--- src/hw/nocPkg.sv ---
package nocPkg;

  localparam int NUM_PORTS = 5;
  localparam int BUF_DEPTH = 4;
  localparam int LEN_WIDTH = 12;
  localparam int PTR_WIDTH = $clog2(BUF_DEPTH);
  // Wide enough to hold BUF_DEPTH itself.
  localparam int CREDIT_WIDTH = $clog2(BUF_DEPTH + 1);

  typedef enum logic [2:0] {
    FLIT_IDLE = 3'd0,
    FLIT_HEAD = 3'd1,
    FLIT_BODY = 3'd2,
    FLIT_TAIL = 3'd3
  } flitKind;

  // Length counts the flits after the header.
  typedef struct packed {
    logic [3:0] dest;
    logic [LEN_WIDTH-1:0] length;
  } headFields;

  // Header fields on a head flit, raw data otherwise.
  typedef union packed {
    headFields head;
    logic [15:0] data;
  } flitPayload;

  typedef struct packed {
    flitKind kind;
    flitPayload payload;
  } flit;

  typedef logic [2:0] portIdx;

endpackage
--- src/hw/flitLink.sv ---
`timescale 1ns/1ps

interface flitLink;
  import nocPkg::*;

  logic valid;
  flitKind kind;
  flitPayload payload;
  // One pulse per freed buffer slot.
  logic credit;

  modport tx (
    output valid,
    output kind,
    output payload,
    input  credit
  );

  modport rx (
    input  valid,
    input  kind,
    input  payload,
    output credit
  );

endinterface

--- src/hw/nocOutputPort.sv ---
`timescale 1ns/1ps

module nocOutputPort (
  input  logic clk,
  input  logic rst,
  input  logic [nocPkg::NUM_PORTS-1:0] inValid,
  input  nocPkg::flit [nocPkg::NUM_PORTS-1:0] inFlit,
  output logic [nocPkg::NUM_PORTS-1:0] inCredit,
  output logic outValid,
  output nocPkg::flit outFlit,
  input  logic outCredit
);
  import nocPkg::*;

  flitLink inLink [NUM_PORTS] ();
  flitLink outLink ();

  flit [NUM_PORTS-1:0] heads;
  logic [NUM_PORTS-1:0] nonEmpty;
  logic [NUM_PORTS-1:0] pop;
  logic [NUM_PORTS-1:0] headPop;
  logic [NUM_PORTS-1:0][LEN_WIDTH-1:0] headLength;
  logic [NUM_PORTS:0] grant;
  portIdx grantIdx;
  logic grantValid;

  genvar i;
  generate
    for (i = 0; i < NUM_PORTS; i++)
    begin : gLink
      assign inLink[i].valid = inValid[i];
      assign inLink[i].kind = inFlit[i].kind;
      assign inLink[i].payload = inFlit[i].payload;
      assign inCredit[i] = inLink[i].credit;
      assign headLength[i] = heads[i].payload.head.length;
      assign headPop[i] = pop[i] && (heads[i].kind == FLIT_HEAD);
    end
  endgenerate

  // Port order L, N, E, W, S.
  inputFifo fifoL (.clk(clk), .rst(rst), .link(inLink[0]), .pop(pop[0]),
                   .head(heads[0]), .nonEmpty(nonEmpty[0]));
  inputFifo fifoN (.clk(clk), .rst(rst), .link(inLink[1]), .pop(pop[1]),
                   .head(heads[1]), .nonEmpty(nonEmpty[1]));
  inputFifo fifoE (.clk(clk), .rst(rst), .link(inLink[2]), .pop(pop[2]),
                   .head(heads[2]), .nonEmpty(nonEmpty[2]));
  inputFifo fifoW (.clk(clk), .rst(rst), .link(inLink[3]), .pop(pop[3]),
                   .head(heads[3]), .nonEmpty(nonEmpty[3]));
  inputFifo fifoS (.clk(clk), .rst(rst), .link(inLink[4]), .pop(pop[4]),
                   .head(heads[4]), .nonEmpty(nonEmpty[4]));

  portArbiter arb0 (.clk(clk), .rst(rst), .request(nonEmpty), .headLength(headLength),
                    .forward(pop), .forwardHead(|headPop), .grant(grant),
                    .grantIdx(grantIdx), .grantValid(grantValid));

  outputStage out0 (.clk(clk), .rst(rst), .heads(heads), .nonEmpty(nonEmpty),
                    .grantIdx(grantIdx), .grantValid(grantValid), .pop(pop),
                    .out(outLink));

  assign outValid = outLink.valid;
  assign outFlit = {outLink.kind, outLink.payload};
  assign outLink.credit = outCredit;

endmodule

--- src/hw/outputStage.sv ---
`timescale 1ns/1ps

module outputStage (
  input  logic clk,
  input  logic rst,
  input  nocPkg::flit [nocPkg::NUM_PORTS-1:0] heads,
  input  logic [nocPkg::NUM_PORTS-1:0] nonEmpty,
  input  nocPkg::portIdx grantIdx,
  input  logic grantValid,
  output logic [nocPkg::NUM_PORTS-1:0] pop,
  flitLink.tx out
);
  import nocPkg::*;

  logic [CREDIT_WIDTH-1:0] credits;
  flit selected;
  logic send;

  assign selected = heads[grantIdx];
  assign send = grantValid && nonEmpty[grantIdx] && (credits != '0);

  always_comb
  begin
    pop = '0;
    pop[grantIdx] = send;
  end

  // Credit is spent at the pop, so a flit in flight is already paid for.
  always_ff @(posedge clk)
  begin
    if (rst)
    begin
      credits <= CREDIT_WIDTH'(BUF_DEPTH);
      out.valid <= 1'b0;
    end
    else
    begin
      out.valid <= send;
      case ({send, out.credit})
        2'b10: credits <= credits - 1'b1;
        2'b01: credits <= credits + 1'b1;
        default: credits <= credits;
      endcase
    end
  end

  always_ff @(posedge clk)
  begin
    out.kind <= send ? selected.kind : FLIT_IDLE;
    if (send)
      out.payload <= selected.payload;
  end

endmodule

--- src/hw/portArbiter.sv ---
`timescale 1ns/1ps

module portArbiter (
  input  logic clk,
  input  logic rst,
  input  logic [nocPkg::NUM_PORTS-1:0] request,
  input  logic [nocPkg::NUM_PORTS-1:0][nocPkg::LEN_WIDTH-1:0] headLength,
  input  logic [nocPkg::NUM_PORTS-1:0] forward,
  input  logic forwardHead,
  output logic [nocPkg::NUM_PORTS:0] grant,
  output nocPkg::portIdx grantIdx,
  output logic grantValid
);
  import nocPkg::*;

  logic [NUM_PORTS:0] nextGrant;
  portIdx nextIdx;
  logic [NUM_PORTS-1:0] done;
  logic handOff;

  genvar i;
  generate
    for (i = 0; i < NUM_PORTS; i++)
    begin : gTimer
      packetTimer timer0 (
        .clk(clk),
        .rst(rst),
        .loadLength(forward[i] & forwardHead),
        .length(headLength[i]),
        .step(forward[i] & ~forwardHead),
        .done(done[i])
      );
    end
  endgenerate

  // Bit 0 is idle, bit n+1 is port n.
  assign handOff = grant[0] | done[grantIdx];
  assign grantValid = ~grant[0];

  always_comb
  begin
    int base;
    int span;
    int pos;
    logic found;
    nextGrant = grant;
    nextIdx = grantIdx;
    found = 1'b0;
    pos = 0;
    // From idle scan all ports from L. Otherwise start after the finished port.
    base = grant[0] ? 0 : int'(grantIdx) + 1;
    span = grant[0] ? NUM_PORTS : NUM_PORTS - 1;
    if (handOff)
    begin
      nextGrant = '0;
      nextGrant[0] = 1'b1;
      for (int k = 0; k < NUM_PORTS; k++)
      begin
        pos = (base + k) % NUM_PORTS;
        if (!found && k < span && request[pos])
        begin
          found = 1'b1;
          nextGrant = '0;
          nextGrant[pos + 1] = 1'b1;
          nextIdx = portIdx'(pos);
        end
      end
    end
  end

  always_ff @(posedge clk)
  begin
    if (rst)
    begin
      grant <= (NUM_PORTS + 1)'(1);
      grantIdx <= '0;
    end
    else
    begin
      grant <= nextGrant;
      grantIdx <= nextIdx;
    end
  end

endmodule

--- src/hw/packetTimer.sv ---
`timescale 1ns/1ps

module packetTimer (
  input  logic clk,
  input  logic rst,
  input  logic loadLength,
  input  logic [nocPkg::LEN_WIDTH-1:0] length,
  input  logic step,
  output logic done
);
  import nocPkg::*;

  logic [LEN_WIDTH-1:0] target;
  logic [LEN_WIDTH-1:0] count;
  logic [LEN_WIDTH-1:0] countNext;

  // Count including a flit forwarded this cycle.
  assign countNext = count + 1'b1;

  always_ff @(posedge clk)
  begin
    if (rst)
    begin
      target <= '0;
      count <= '0;
    end
    else if (loadLength)
    begin
      target <= length;
      count <= '0;
    end
    else if (step)
    begin
      count <= countNext;
    end
  end

  // High while the last flit of the packet is forwarded.
  assign done = loadLength ? (length == '0) : (step && countNext == target);

endmodule

--- src/hw/inputFifo.sv ---
`timescale 1ns/1ps

module inputFifo (
  input  logic clk,
  input  logic rst,
  flitLink.rx link,
  input  logic pop,
  output nocPkg::flit head,
  output logic nonEmpty
);
  import nocPkg::*;

  flit mem [BUF_DEPTH];
  logic [PTR_WIDTH-1:0] rdPtr;
  logic [PTR_WIDTH-1:0] wrPtr;
  logic [CREDIT_WIDTH-1:0] fill;
  logic popNow;

  assign popNow = pop & nonEmpty;
  assign head = mem[rdPtr];
  assign nonEmpty = (fill != '0);

  // Sender holds credits, so a valid flit always has a free slot.
  always_ff @(posedge clk)
  begin
    if (link.valid)
      mem[wrPtr] <= {link.kind, link.payload};
  end

  always_ff @(posedge clk)
  begin
    if (rst)
    begin
      rdPtr <= '0;
      wrPtr <= '0;
      fill <= '0;
      link.credit <= 1'b0;
    end
    else
    begin
      if (link.valid)
        wrPtr <= wrPtr + 1'b1;
      if (popNow)
        rdPtr <= rdPtr + 1'b1;
      case ({link.valid, popNow})
        2'b10: fill <= fill + 1'b1;
        2'b01: fill <= fill - 1'b1;
        default: fill <= fill;
      endcase
      // Credit goes back the cycle after the pop.
      link.credit <= popNow;
    end
  end

endmodule

--- config.mk ---
export PLATFORM = sky130hd
export DESIGN_NAME = nocOutputPort
export DESIGN_NICKNAME = d
export VERILOG_FILES = /design/src/hw/nocPkg.sv /design/src/hw/flitLink.sv /design/src/hw/nocOutputPort.sv /design/src/hw/outputStage.sv /design/src/hw/portArbiter.sv /design/src/hw/packetTimer.sv /design/src/hw/inputFifo.sv
export SDC_FILE = /design/constraint.sdc
export NUM_CORES = 1
export LEC_CHECK = 0
export BUFFER_PORTS_ARGS = -buffer_cell sky130_fd_sc_hd__buf_2
export CAP_MARGIN = 5
export CORE_ASPECT_RATIO = 0.8
export CORE_MARGIN = 2
export CORE_UTILIZATION = 30
export DETAILED_ROUTE_END_ITERATION = 8
export GPL_TIMING_DRIVEN = 1
export PLACE_DENSITY = 0.46
export SETUP_SLACK_MARGIN = 0.15
export SLEW_MARGIN = 10
export SYNTH_ARGS = -nofsm -noshare
export SYNTH_HDL_FRONTEND = slang
export SYNTH_HIERARCHICAL = 1
export SYNTH_SLANG_ARGS = --single-unit
--- constraint.sdc ---
create_clock -name clk -period 9 [get_ports clk]
set_input_delay 1.8 -clock clk [delete_from_list [all_inputs] [get_ports clk]]
set_output_delay 1.8 -clock clk [all_outputs]
set_load 0.05 [all_outputs]
==> results of run 1 <==
-- power by group through the flow --
stage,registers (mW),clock network (mW),logic (mW)
after detailed placement,3.15,0,3.09
after global routing,3.11,2.95,3.42
after global placement,3.14,0,3.08
final,3.09,2.77,3.17
after floorplan,3.19,0,2.14
after CTS,3.09,2.85,3.11
-- sequential cells by signal, summed over array words and instances, names as in the netlist, 16 cells and up, named ones only --
| signal | cells |
|---|---|
| fifoN/mem | 76 |
| out0/out.payload | 16 |
| fifoW/mem | 76 |
| arb0/gTimer.timer0/count | 60 |
| fifoE/mem | 76 |
| arb0/gTimer.timer0/target | 60 |
| fifoL/mem | 76 |
| fifoS/mem | 76 |
-- cell usage in the layout (no fill, tap or decap), types with 26 or more instances in the layout --
cell and count:
edfxtp_1 396, nor2_1 227, dfxtp_1 179, buf_2 126, nand2_1 120, inv_1 96, mux2i_1 89, xor2_1 83
xnor2_1 82, ha_1 81, a21oi_1 75, nand3_1 70, clkbuf_16 67, o21ai_0 62, mux4_2 55, mux4_1 52
nand4_1 48, and2_1 48, buf_4 40, and3_1 35, nor3_1 33, or3_1 26
-- cell type report --
class | instances | area share
flip-flops and latches | 577 | 0.4413
multi-input cells | 1745 | 0.4071
clock buffers | 93 | 0.05245
repair buffers | 166 | 0.02647
well taps | 1391 | 0.04949
diodes | 3 | 0.0002135
clock inverters | 31 | 0.01231
inverters | 100 | 0.01067
-- per-stage QoR --
stage	cells	worst slack [ns]	hold WS (ns)	total power, mW	instance area [um^2]
final	4106	0.6074	0.5118	9.034	35170
after CTS	4103	0.7502	0.5139	9.055	35160
after global placement	3979	0.9695	0.4971	6.227	32880
after global routing	4105	0.1699	0.5428	9.485	35160
after detailed placement	3979	0.8147	0.5031	6.241	32880
after floorplan	2578	1.119	0.4766	5.327	31110
-- worst max-delay path: cells and delay by family (launching register included) --
kind / cells / cell delay, ns
flops: 1 / 0.33
fa+ha+maj: 5 / 1.70
buf+inv: 4 / 1.27
simple gates: 15 / 3.82
mux: 1 / 0.39
compound gates: 3 / 0.77
-- per-layer routing --
layer,wire (um),track usage,part of all wire
met3,6133,0.03317,0.067
met4,1872,0.04213,0.021
met5,104,0,0.0011
met1,43480,0.2508,0.48
met2,39490,0.2523,0.43
-- worst max-delay path by stage --
stage | slack [ns] | endpoint
final | 0.61 | arb0/grant[0]
after global routing | 0.17 | arb0/grant[0]
after CTS | 0.75 | arb0/grant[0]
after detailed placement | 0.81 | arb0/grant[0]
after global placement | 0.97 | arb0/grant[0]
after floorplan | 1.12 | arb0/grant[0]
==> run metrics, run 1 <==
DRC viols 0; Worst Max-Slew Pin Slew 1.199 ns; Max Cap Viol 0; vias in the first global route 21.17k; Area growth syn-to-layout 13.05%; RD Place Congestion 0.8828; die area 106,300 um^2; largest net degree at the start of global routing 70; drt initial violations 2,068; hold_buf cts 0; post-cts resize count 0; height of the die 292.0 um; critical path startpoint category flip-flop; register area 15,520 um^2; Root Buffer clkbuf_16; run status finished clean; Final HPWL DP 65.57 mm; global-route wire length before repair 137.1 mm; Port Buffers 127; Final Util 0.3427; Final Max Tran Viols 0; register share of total power 0.343; critical path data required time 9.53 ns; Hold Vio Cnt, Final 0; GRT Total Usage 0.1695; I/O pin count 128; Die Width 364.0 um; worst vdd ir 0.1693 mV; antenna viol nets, final 0; synth warn 6; core area 102,600 um^2; First-pass DRT Iterations 6; fin nets 2,847; clk_skew 0.04500 ns; CTS tree done; clock network power share 0.307; drt wl/cell 22.18 um; logic gate share of total power 0.351; flop2flop setup slack 0.61 ns; RSZ-0062 raised after global routing false; Psw 3.316 mW; mapped cell area 31,110 um^2; RR Startpoint arb0/grantIdx[0]; Setup TNS 0 ns; critical-path maximum fanout 47; min cycle time layout 8.393 ns; Fmax 119.2 MHz; critical path capture point type flip-flop; Num CTS Buffers 67; Clock Latency Late Sink 0.64 ns; syn_nets 2,768; Max stage delay on crit path 0.64 ns; DRT Wirelength 91.08 mm; Sw Ratio 0.3671; CTS H-tree lvls 3; Max Buffers Root-to-Sink 3; Filler cells 10.07k; Critical R2R Capture arb0/grant[0]; total number of vias 22.02k; Setup Buffers After CTS 0; internal power 5.717 mW; clock-pin slew on the worst setup and hold paths 0.06 ns; LEAKAGE 12.27 nW; Starting Density 0.3032; multi-input logic area 14,320 um^2; Hold Path End arb0/gTimer[0].timer0/target[11]; Post-Synthesis Cells 2,578; CTS Sinks 577; P per Cell Area 256.9 nW/um^2; Via-to-Cell Ratio 5.362; ratio of cells with drive above 1 in the final layout 0.1608; Tcrit/Tclk final 0.9325; crit path DAT 8.92 ns; row count 105; # setup viols final 0; syn_area_per_cell 12.07 um^2; hold_sp arb0/gTimer[0].timer0/target[11]; worst hold-check path type reg -> reg; initial antenna violation count 20; depth of the worst hold-timing path 2; WS Path Type reg -> reg; Reg2Reg Depth 28; Critical Path Source arb0/grantIdx[0]; GRT Residual Overflow 0; CP max-delay cell or4_1; Max-slew headroom 0.2007
Note: power is estimated with default switching activity, not from simulation.
==> run 2: changes to the inputs <==
--- a/config.mk
+++ b/config.mk
@@ -9,10 +9,10 @@
 export CAP_MARGIN = 5
 export CORE_ASPECT_RATIO = 0.8
 export CORE_MARGIN = 2
-export CORE_UTILIZATION = 30
+export CORE_UTILIZATION = 35
 export DETAILED_ROUTE_END_ITERATION = 8
 export GPL_TIMING_DRIVEN = 1
-export PLACE_DENSITY = 0.46
+export PLACE_DENSITY = 0.51
 export SETUP_SLACK_MARGIN = 0.15
 export SLEW_MARGIN = 10
 export SYNTH_ARGS = -nofsm -noshare
==> run metrics, run 2 (synthesis gave the netlist of run 1 again) <==
run status finished clean (unchanged); Root Buffer clkbuf_16 (unchanged); Psw 3.131 mW (was 3.316 mW); total number of vias 21.85k (was 22.02k); initial antenna violation count 14 (was 20); Max-slew headroom 0.1833 (was 0.2007); clock network power share 0.278 (was 0.307); Starting Density 0.3545 (was 0.3032); largest net degree at the start of global routing 67 (was 70); min cycle time layout 8.240 ns (was 8.393 ns); Hold Vio Cnt, Final 0 (unchanged); Max Cap Viol 0 (unchanged); post-route cell area 34,480 um^2 (was 35,170 um^2); CTS Sinks 577 (unchanged); vias in the first global route 21.03k (was 21.17k); total power 8.607 mW (was 9.034 mW); CTS H-tree lvls 2 (was 3); drt initial violations 1,885 (was 2,068); # setup viols final 0 (unchanged); worst hold-check path type reg -> reg (unchanged); drt wl/cell 22.59 um (was 22.18 um); CP max-delay cell or4_4 (was or4_1); core area 87,750 um^2 (was 102,600 um^2); Worst Max-Slew Pin Slew 1.216 ns (was 1.199 ns); First-pass DRT Iterations 5 (was 6); Num CTS Buffers 58 (was 67); hold_buf cts 0 (unchanged); RSZ-0062 raised after global routing false (unchanged); Area growth syn-to-layout 10.85% (was 13.05%); die area 91,290 um^2 (was 106,300 um^2); Via-to-Cell Ratio 5.634 (was 5.362); Fmax 121.4 MHz (was 119.2 MHz); Die Width 337.3 um (was 364.0 um); Post-Layout Cell Count 3,879 (was 4,106); clock-pin slew on the worst setup and hold paths 0.07 ns (was 0.06 ns); Tcrit/Tclk final 0.9156 (was 0.9325); most numerous cell on the critical path ha_1; critical-path maximum fanout 10 (was 47); crit path DAT 8.78 ns (was 8.92 ns); Setup TNS 0 ns (unchanged); worst setup margin 0.7599 ns (was 0.6074 ns); LEAKAGE 12.06 nW (was 12.27 nW); most frequent cells in the layout edfxtp_1 (396), nor2_1 (227), dfxtp_1 (179), buf_2 (126), nand2_1 (120) (unchanged); worst vdd ir 0.1421 mV (was 0.1693 mV); CTS tree done (unchanged); critical path data required time 9.54 ns (was 9.53 ns); Port Buffers 127 (unchanged); ratio of cells with drive above 1 in the final layout 0.1569 (was 0.1608); I/O pin count 128 (unchanged); RD Place Congestion 0.9365 (was 0.8828); Final HPWL DP 63.91 mm (was 65.57 mm); internal power 5.476 mW (was 5.717 mW); global-route wire length before repair 132.5 mm (was 137.1 mm); critical path startpoint category flip-flop (unchanged); Final Util 0.3930 (was 0.3427); Sw Ratio 0.3638 (was 0.3671); DRT Wirelength 87.64 mm (was 91.08 mm); Filler cells 8,359 (was 10.07k); Setup WS pre-CTS 0.5848 ns (was 0.8147 ns); commonest non-fill, non-tap cell in the layout edfxtp_1 (unchanged); Hold WS 0.5196 ns (was 0.5118 ns); height of the die 270.6 um (was 292.0 um); clk_skew 0.03180 ns (was 0.04500 ns); placed cell count 3,766 (was 3,979); logic gate share of total power 0.364 (was 0.351); critical path capture point type flip-flop (unchanged); antenna viol nets, final 0 (unchanged); Final Max Tran Viols 0 (unchanged); Max stage delay on crit path 0.57 ns (was 0.64 ns); P per Cell Area 249.6 nW/um^2 (was 256.9 nW/um^2); register share of total power 0.359 (was 0.343); Max Buffers Root-to-Sink 3 (unchanged); WS Path Type reg -> reg (unchanged); GRT Residual Overflow 0 (unchanged); DRC viols 0 (unchanged); fin nets 2,830 (was 2,847); GRT Total Usage 0.1893 (was 0.1695); Clock Latency Late Sink 0.64 ns (about the same); Cell Area, Placed 32,550 um^2 (was 32,880 um^2); row count 97 (was 105)
run 2: changes by cell type in the layout (fill, tap and decap cells not counted), moves of 4 or more:
| cell | delta |
|---|---|
| clkbuf_16 | -9 |
| buf_4 | -8 |
| clkinv_2 | +8 |
| clkinv_16 | -4 |
| clkbuf_1 | -7 |
| clkinvlp_4 | -4 |
run 2: cell type report:
cell class	instances	area, um^2	share of cell area
Antenna cell	2	5.005	0.0001451
Clock buffer	79	1620	0.04699
Clock inverter	30	265.3	0.007693
Inverter	100	379.1	0.01099
Multi-Input combinational cell	1745	14340	0.4158
Sequential cell	577	15520	0.4500
Tap cell	1188	1486	0.04311
Timing Repair Buffer	158	870.8	0.02525
run 2: power groups by stage:
stage | Combinational (mW) | Sequential (mW) | Clock [mW]
final | 3.13 | 3.09 | 2.39
after global routing | 3.40 | 3.10 | 2.57
after CTS | 3.07 | 3.09 | 2.47
after detailed placement | 3.05 | 3.14 | 0
after global placement | 3.04 | 3.14 | 0
after floorplan | 2.14 | 3.19 | 0
run 2: worst max-delay path: cells and delay by family (launching register included):
family / cells / cell delay [ns]
adders and majority gates: 6 / 1.76
buffers and inverters: 4 / 0.58
AOI/OAI and AO/OA: 5 / 1.53
xor gates and xnor gates: 2 / 0.51
and+or+nand+nor: 14 / 3.41
DFF: 1 / 0.32
run 2: routing by layer:
| metal | up-vias | GRT usage | routed length, um |
|---|---|---|---|
| li1 | 10060 | - | - |
| met1 | 10920 | 0.2849 | 41690 |
| met2 | 758 | 0.2844 | 38170 |
| met3 | 110 | 0.03483 | 6255 |
| met4 | 10 | 0.03466 | 1450 |
| met5 | - | 0 | 69 |
run 2: path summary, 6_finish.rpt:
| check | slack [ns] | depth (start not counted) | endpoint | startpoint |
|---|---|---|---|---|
| worst max-delay path | 0.76 | 31 | arb0/grant[0] | arb0/grantIdx[0] |
| worst max register to register | 0.76 | 31 | arb0/grant[0] | arb0/grantIdx[0] |
| worst min register to register | 0.52 | 2 | arb0/gTimer[3].timer0/target[1] | arb0/gTimer[3].timer0/target[1] |
| worst min-delay path | 0.52 | 2 | arb0/gTimer[3].timer0/target[1] | arb0/gTimer[3].timer0/target[1] |
run 2: timing repair:
item	4_1_cts	5_1_grt
buffers inserted	0	2
resized for setup	0	7
setup endpoints to repair	0	1
==> run 3: changes to the inputs <==
==> constraint.sdc (replaced) <==
create_clock -name clk -period 10.7 [get_ports clk]
set_input_delay 2.14 -clock clk [delete_from_list [all_inputs] [get_ports clk]]
set_output_delay 2.14 -clock clk [all_outputs]
set_load 0.05 [all_outputs]
==> run metrics, run 3 (synthesis gave the netlist of run 1 again) <==
Max Buffers Root-to-Sink 3 (unchanged); largest net degree at the start of global routing 64 (was 67); worst hold-check path type reg -> reg (unchanged); drt wl/cell 22.49 um (was 22.59 um); Setup Buffers After CTS 0 (unchanged); total number of vias 21.70k (was 21.85k); CTS tree done (unchanged); height of the die 270.6 um (unchanged); most frequent cells in the layout edfxtp_1 (396), nor2_1 (227), dfxtp_1 (179), buf_2 (126), nand2_1 (120) (unchanged); die area 91,290 um^2 (unchanged); Critical Path Source arb0/grantIdx[0] (unchanged); GRT Total Usage 0.1876 (was 0.1893); CTS H-tree lvls 2 (unchanged); delay-heaviest family, CP simple AND/OR/NAND/NOR gates (unchanged); vias in the first global route 20.35k (was 21.03k); clock-pin slew on the worst setup and hold paths 0.07 ns (about the same); placed cell count 3,771 (was 3,766); global-route wire length before repair 131.0 mm (was 132.5 mm); flop2flop setup slack 1.25 ns (was 0.76 ns); Worst Max-Slew Pin Slew 1.207 ns (was 1.216 ns); Fmax 105.8 MHz (was 121.4 MHz); WS Path Type reg -> reg (unchanged); crit path DAT 10.00 ns (was 8.78 ns); P per Cell Area 210.9 nW/um^2 (was 249.6 nW/um^2); CP max-delay cell ha_1 (was or4_4); most numerous cell on the critical path ha_1 (unchanged); core area 87,750 um^2 (unchanged); GRT Residual Overflow 0 (unchanged); Area growth syn-to-layout 11.28% (was 10.85%); Via-to-Cell Ratio 5.585 (was 5.634); Max stage delay on crit path 0.65 ns (was 0.57 ns); worst vdd ir 0.1370 mV (was 0.1421 mV); Post-Layout Cell Count 3,886 (was 3,879); critical path startpoint category flip-flop (unchanged); RR Startpoint arb0/grantIdx[0] (unchanged); LEAKAGE 12.16 nW (was 12.06 nW); RD Place Congestion 0.9090 (was 0.9365); Max Cap Viol 0 (unchanged); hold_sp arb0/gTimer[2].timer0/target[3] (was arb0/gTimer[3].timer0/target[1]); fin nets 2,835 (was 2,830); hold_buf cts 0 (unchanged); drt initial violations 2,012 (was 1,885); Starting Density 0.3545 (unchanged); initial antenna violation count 12 (was 14); Max-slew headroom 0.1894 (was 0.1833); Hold Vio Cnt, Final 0 (unchanged); Root Buffer clkbuf_16 (unchanged); Hold WS 0.5180 ns (was 0.5196 ns); row count 97 (unchanged); clk_skew 0.02446 ns (was 0.03180 ns); # setup viols final 0 (unchanged); Die Width 337.3 um (unchanged); critical path data required time 11.24 ns (was 9.54 ns); DRT Wirelength 87.39 mm (was 87.64 mm); Num CTS Buffers 60 (was 58); critical-path maximum fanout 16 (was 10); RSZ-0062 raised after global routing false (unchanged); critical path capture point type flip-flop (unchanged); Port Buffers 127 (unchanged); Final HPWL DP 63.34 mm (was 63.91 mm); run status finished clean (unchanged); Clock Latency Late Sink 0.64 ns (about the same); DRC viols 0 (unchanged); ratio of cells with drive above 1 in the final layout 0.1587 (was 0.1569); Crit path buffers/inverters 3 (was 4); I/O pin count 128 (unchanged); First-pass DRT Iterations 6 (was 5); Setup TNS 0 ns (unchanged); CTS Sinks 577 (unchanged); commonest non-fill, non-tap cell in the layout edfxtp_1 (unchanged); Final Max Tran Viols 0 (unchanged); post-cts resize count 0 (unchanged); antenna viol nets, final 0 (unchanged); Tcrit/Tclk final 0.8835 (was 0.9156); min cycle time layout 9.454 ns (was 8.240 ns)
==> run 3: stage by stage <==
stage,setup WS (ns),util,instance area (um^2),total power [mW]
4_1_cts,1.309,0.3944,34610,7.332
5_1_grt,0.5972,0.3944,34610,7.690
3_5_place_dp,1.345,0.3714,32590,5.189
3_3_place_gp,1.644,0.3714,32590,5.171
2_1_floorplan,2.819,-,31110,4.481
6_report,1.246,0.3945,34610,7.301
==> run 3: worst paths after layout <==
path | depth (start not counted) | to
max | 31 | arb0/grant[0]
min | 2 | arb0/gTimer[2].timer0/target[3]
min reg2reg | 2 | arb0/gTimer[2].timer0/target[3]
max reg2reg | 31 | arb0/grant[0]
==> run 3: metal layers <==
metal,vias up,GRT usage,wire (um)
met1,10890,0.2854,42380
li1,10080,-,-
met3,106,0.03075,5134
met2,608,0.2817,38550
met4,14,0.03266,1228
met5,-,0,93
==> run 3: where the power goes <==
| part | total, mW | switching, mW | leakage [nW] | internal [mW] |
|---|---|---|---|---|
| Combinational | 2.60 | 1.65 | 6.06 | 0.942 |
| Sequential | 2.60 | 0.0715 | 5.10 | 2.52 |
| Clock | 2.11 | 0.892 | 0.997 | 1.22 |
==> run 3: cell type report <==
cell class / instances / area, um^2
fillers: 8293 / 53130
well taps: 1188 / 1486
clock buffers: 79 / 1695
flip-flops and latches: 577 / 15520
inverters: 100 / 375.4
repair buffers: 161 / 893.4
diodes: 1 / 2.502
multi-input cells: 1745 / 14320
clock inverters: 35 / 327.8
==> run 3: tightest hold or removal path, stage by stage (launching register included) <==
cell and delay, ns:
dfxtp_1 0.34, mux2i_1 0.07, nor2_1 0.07
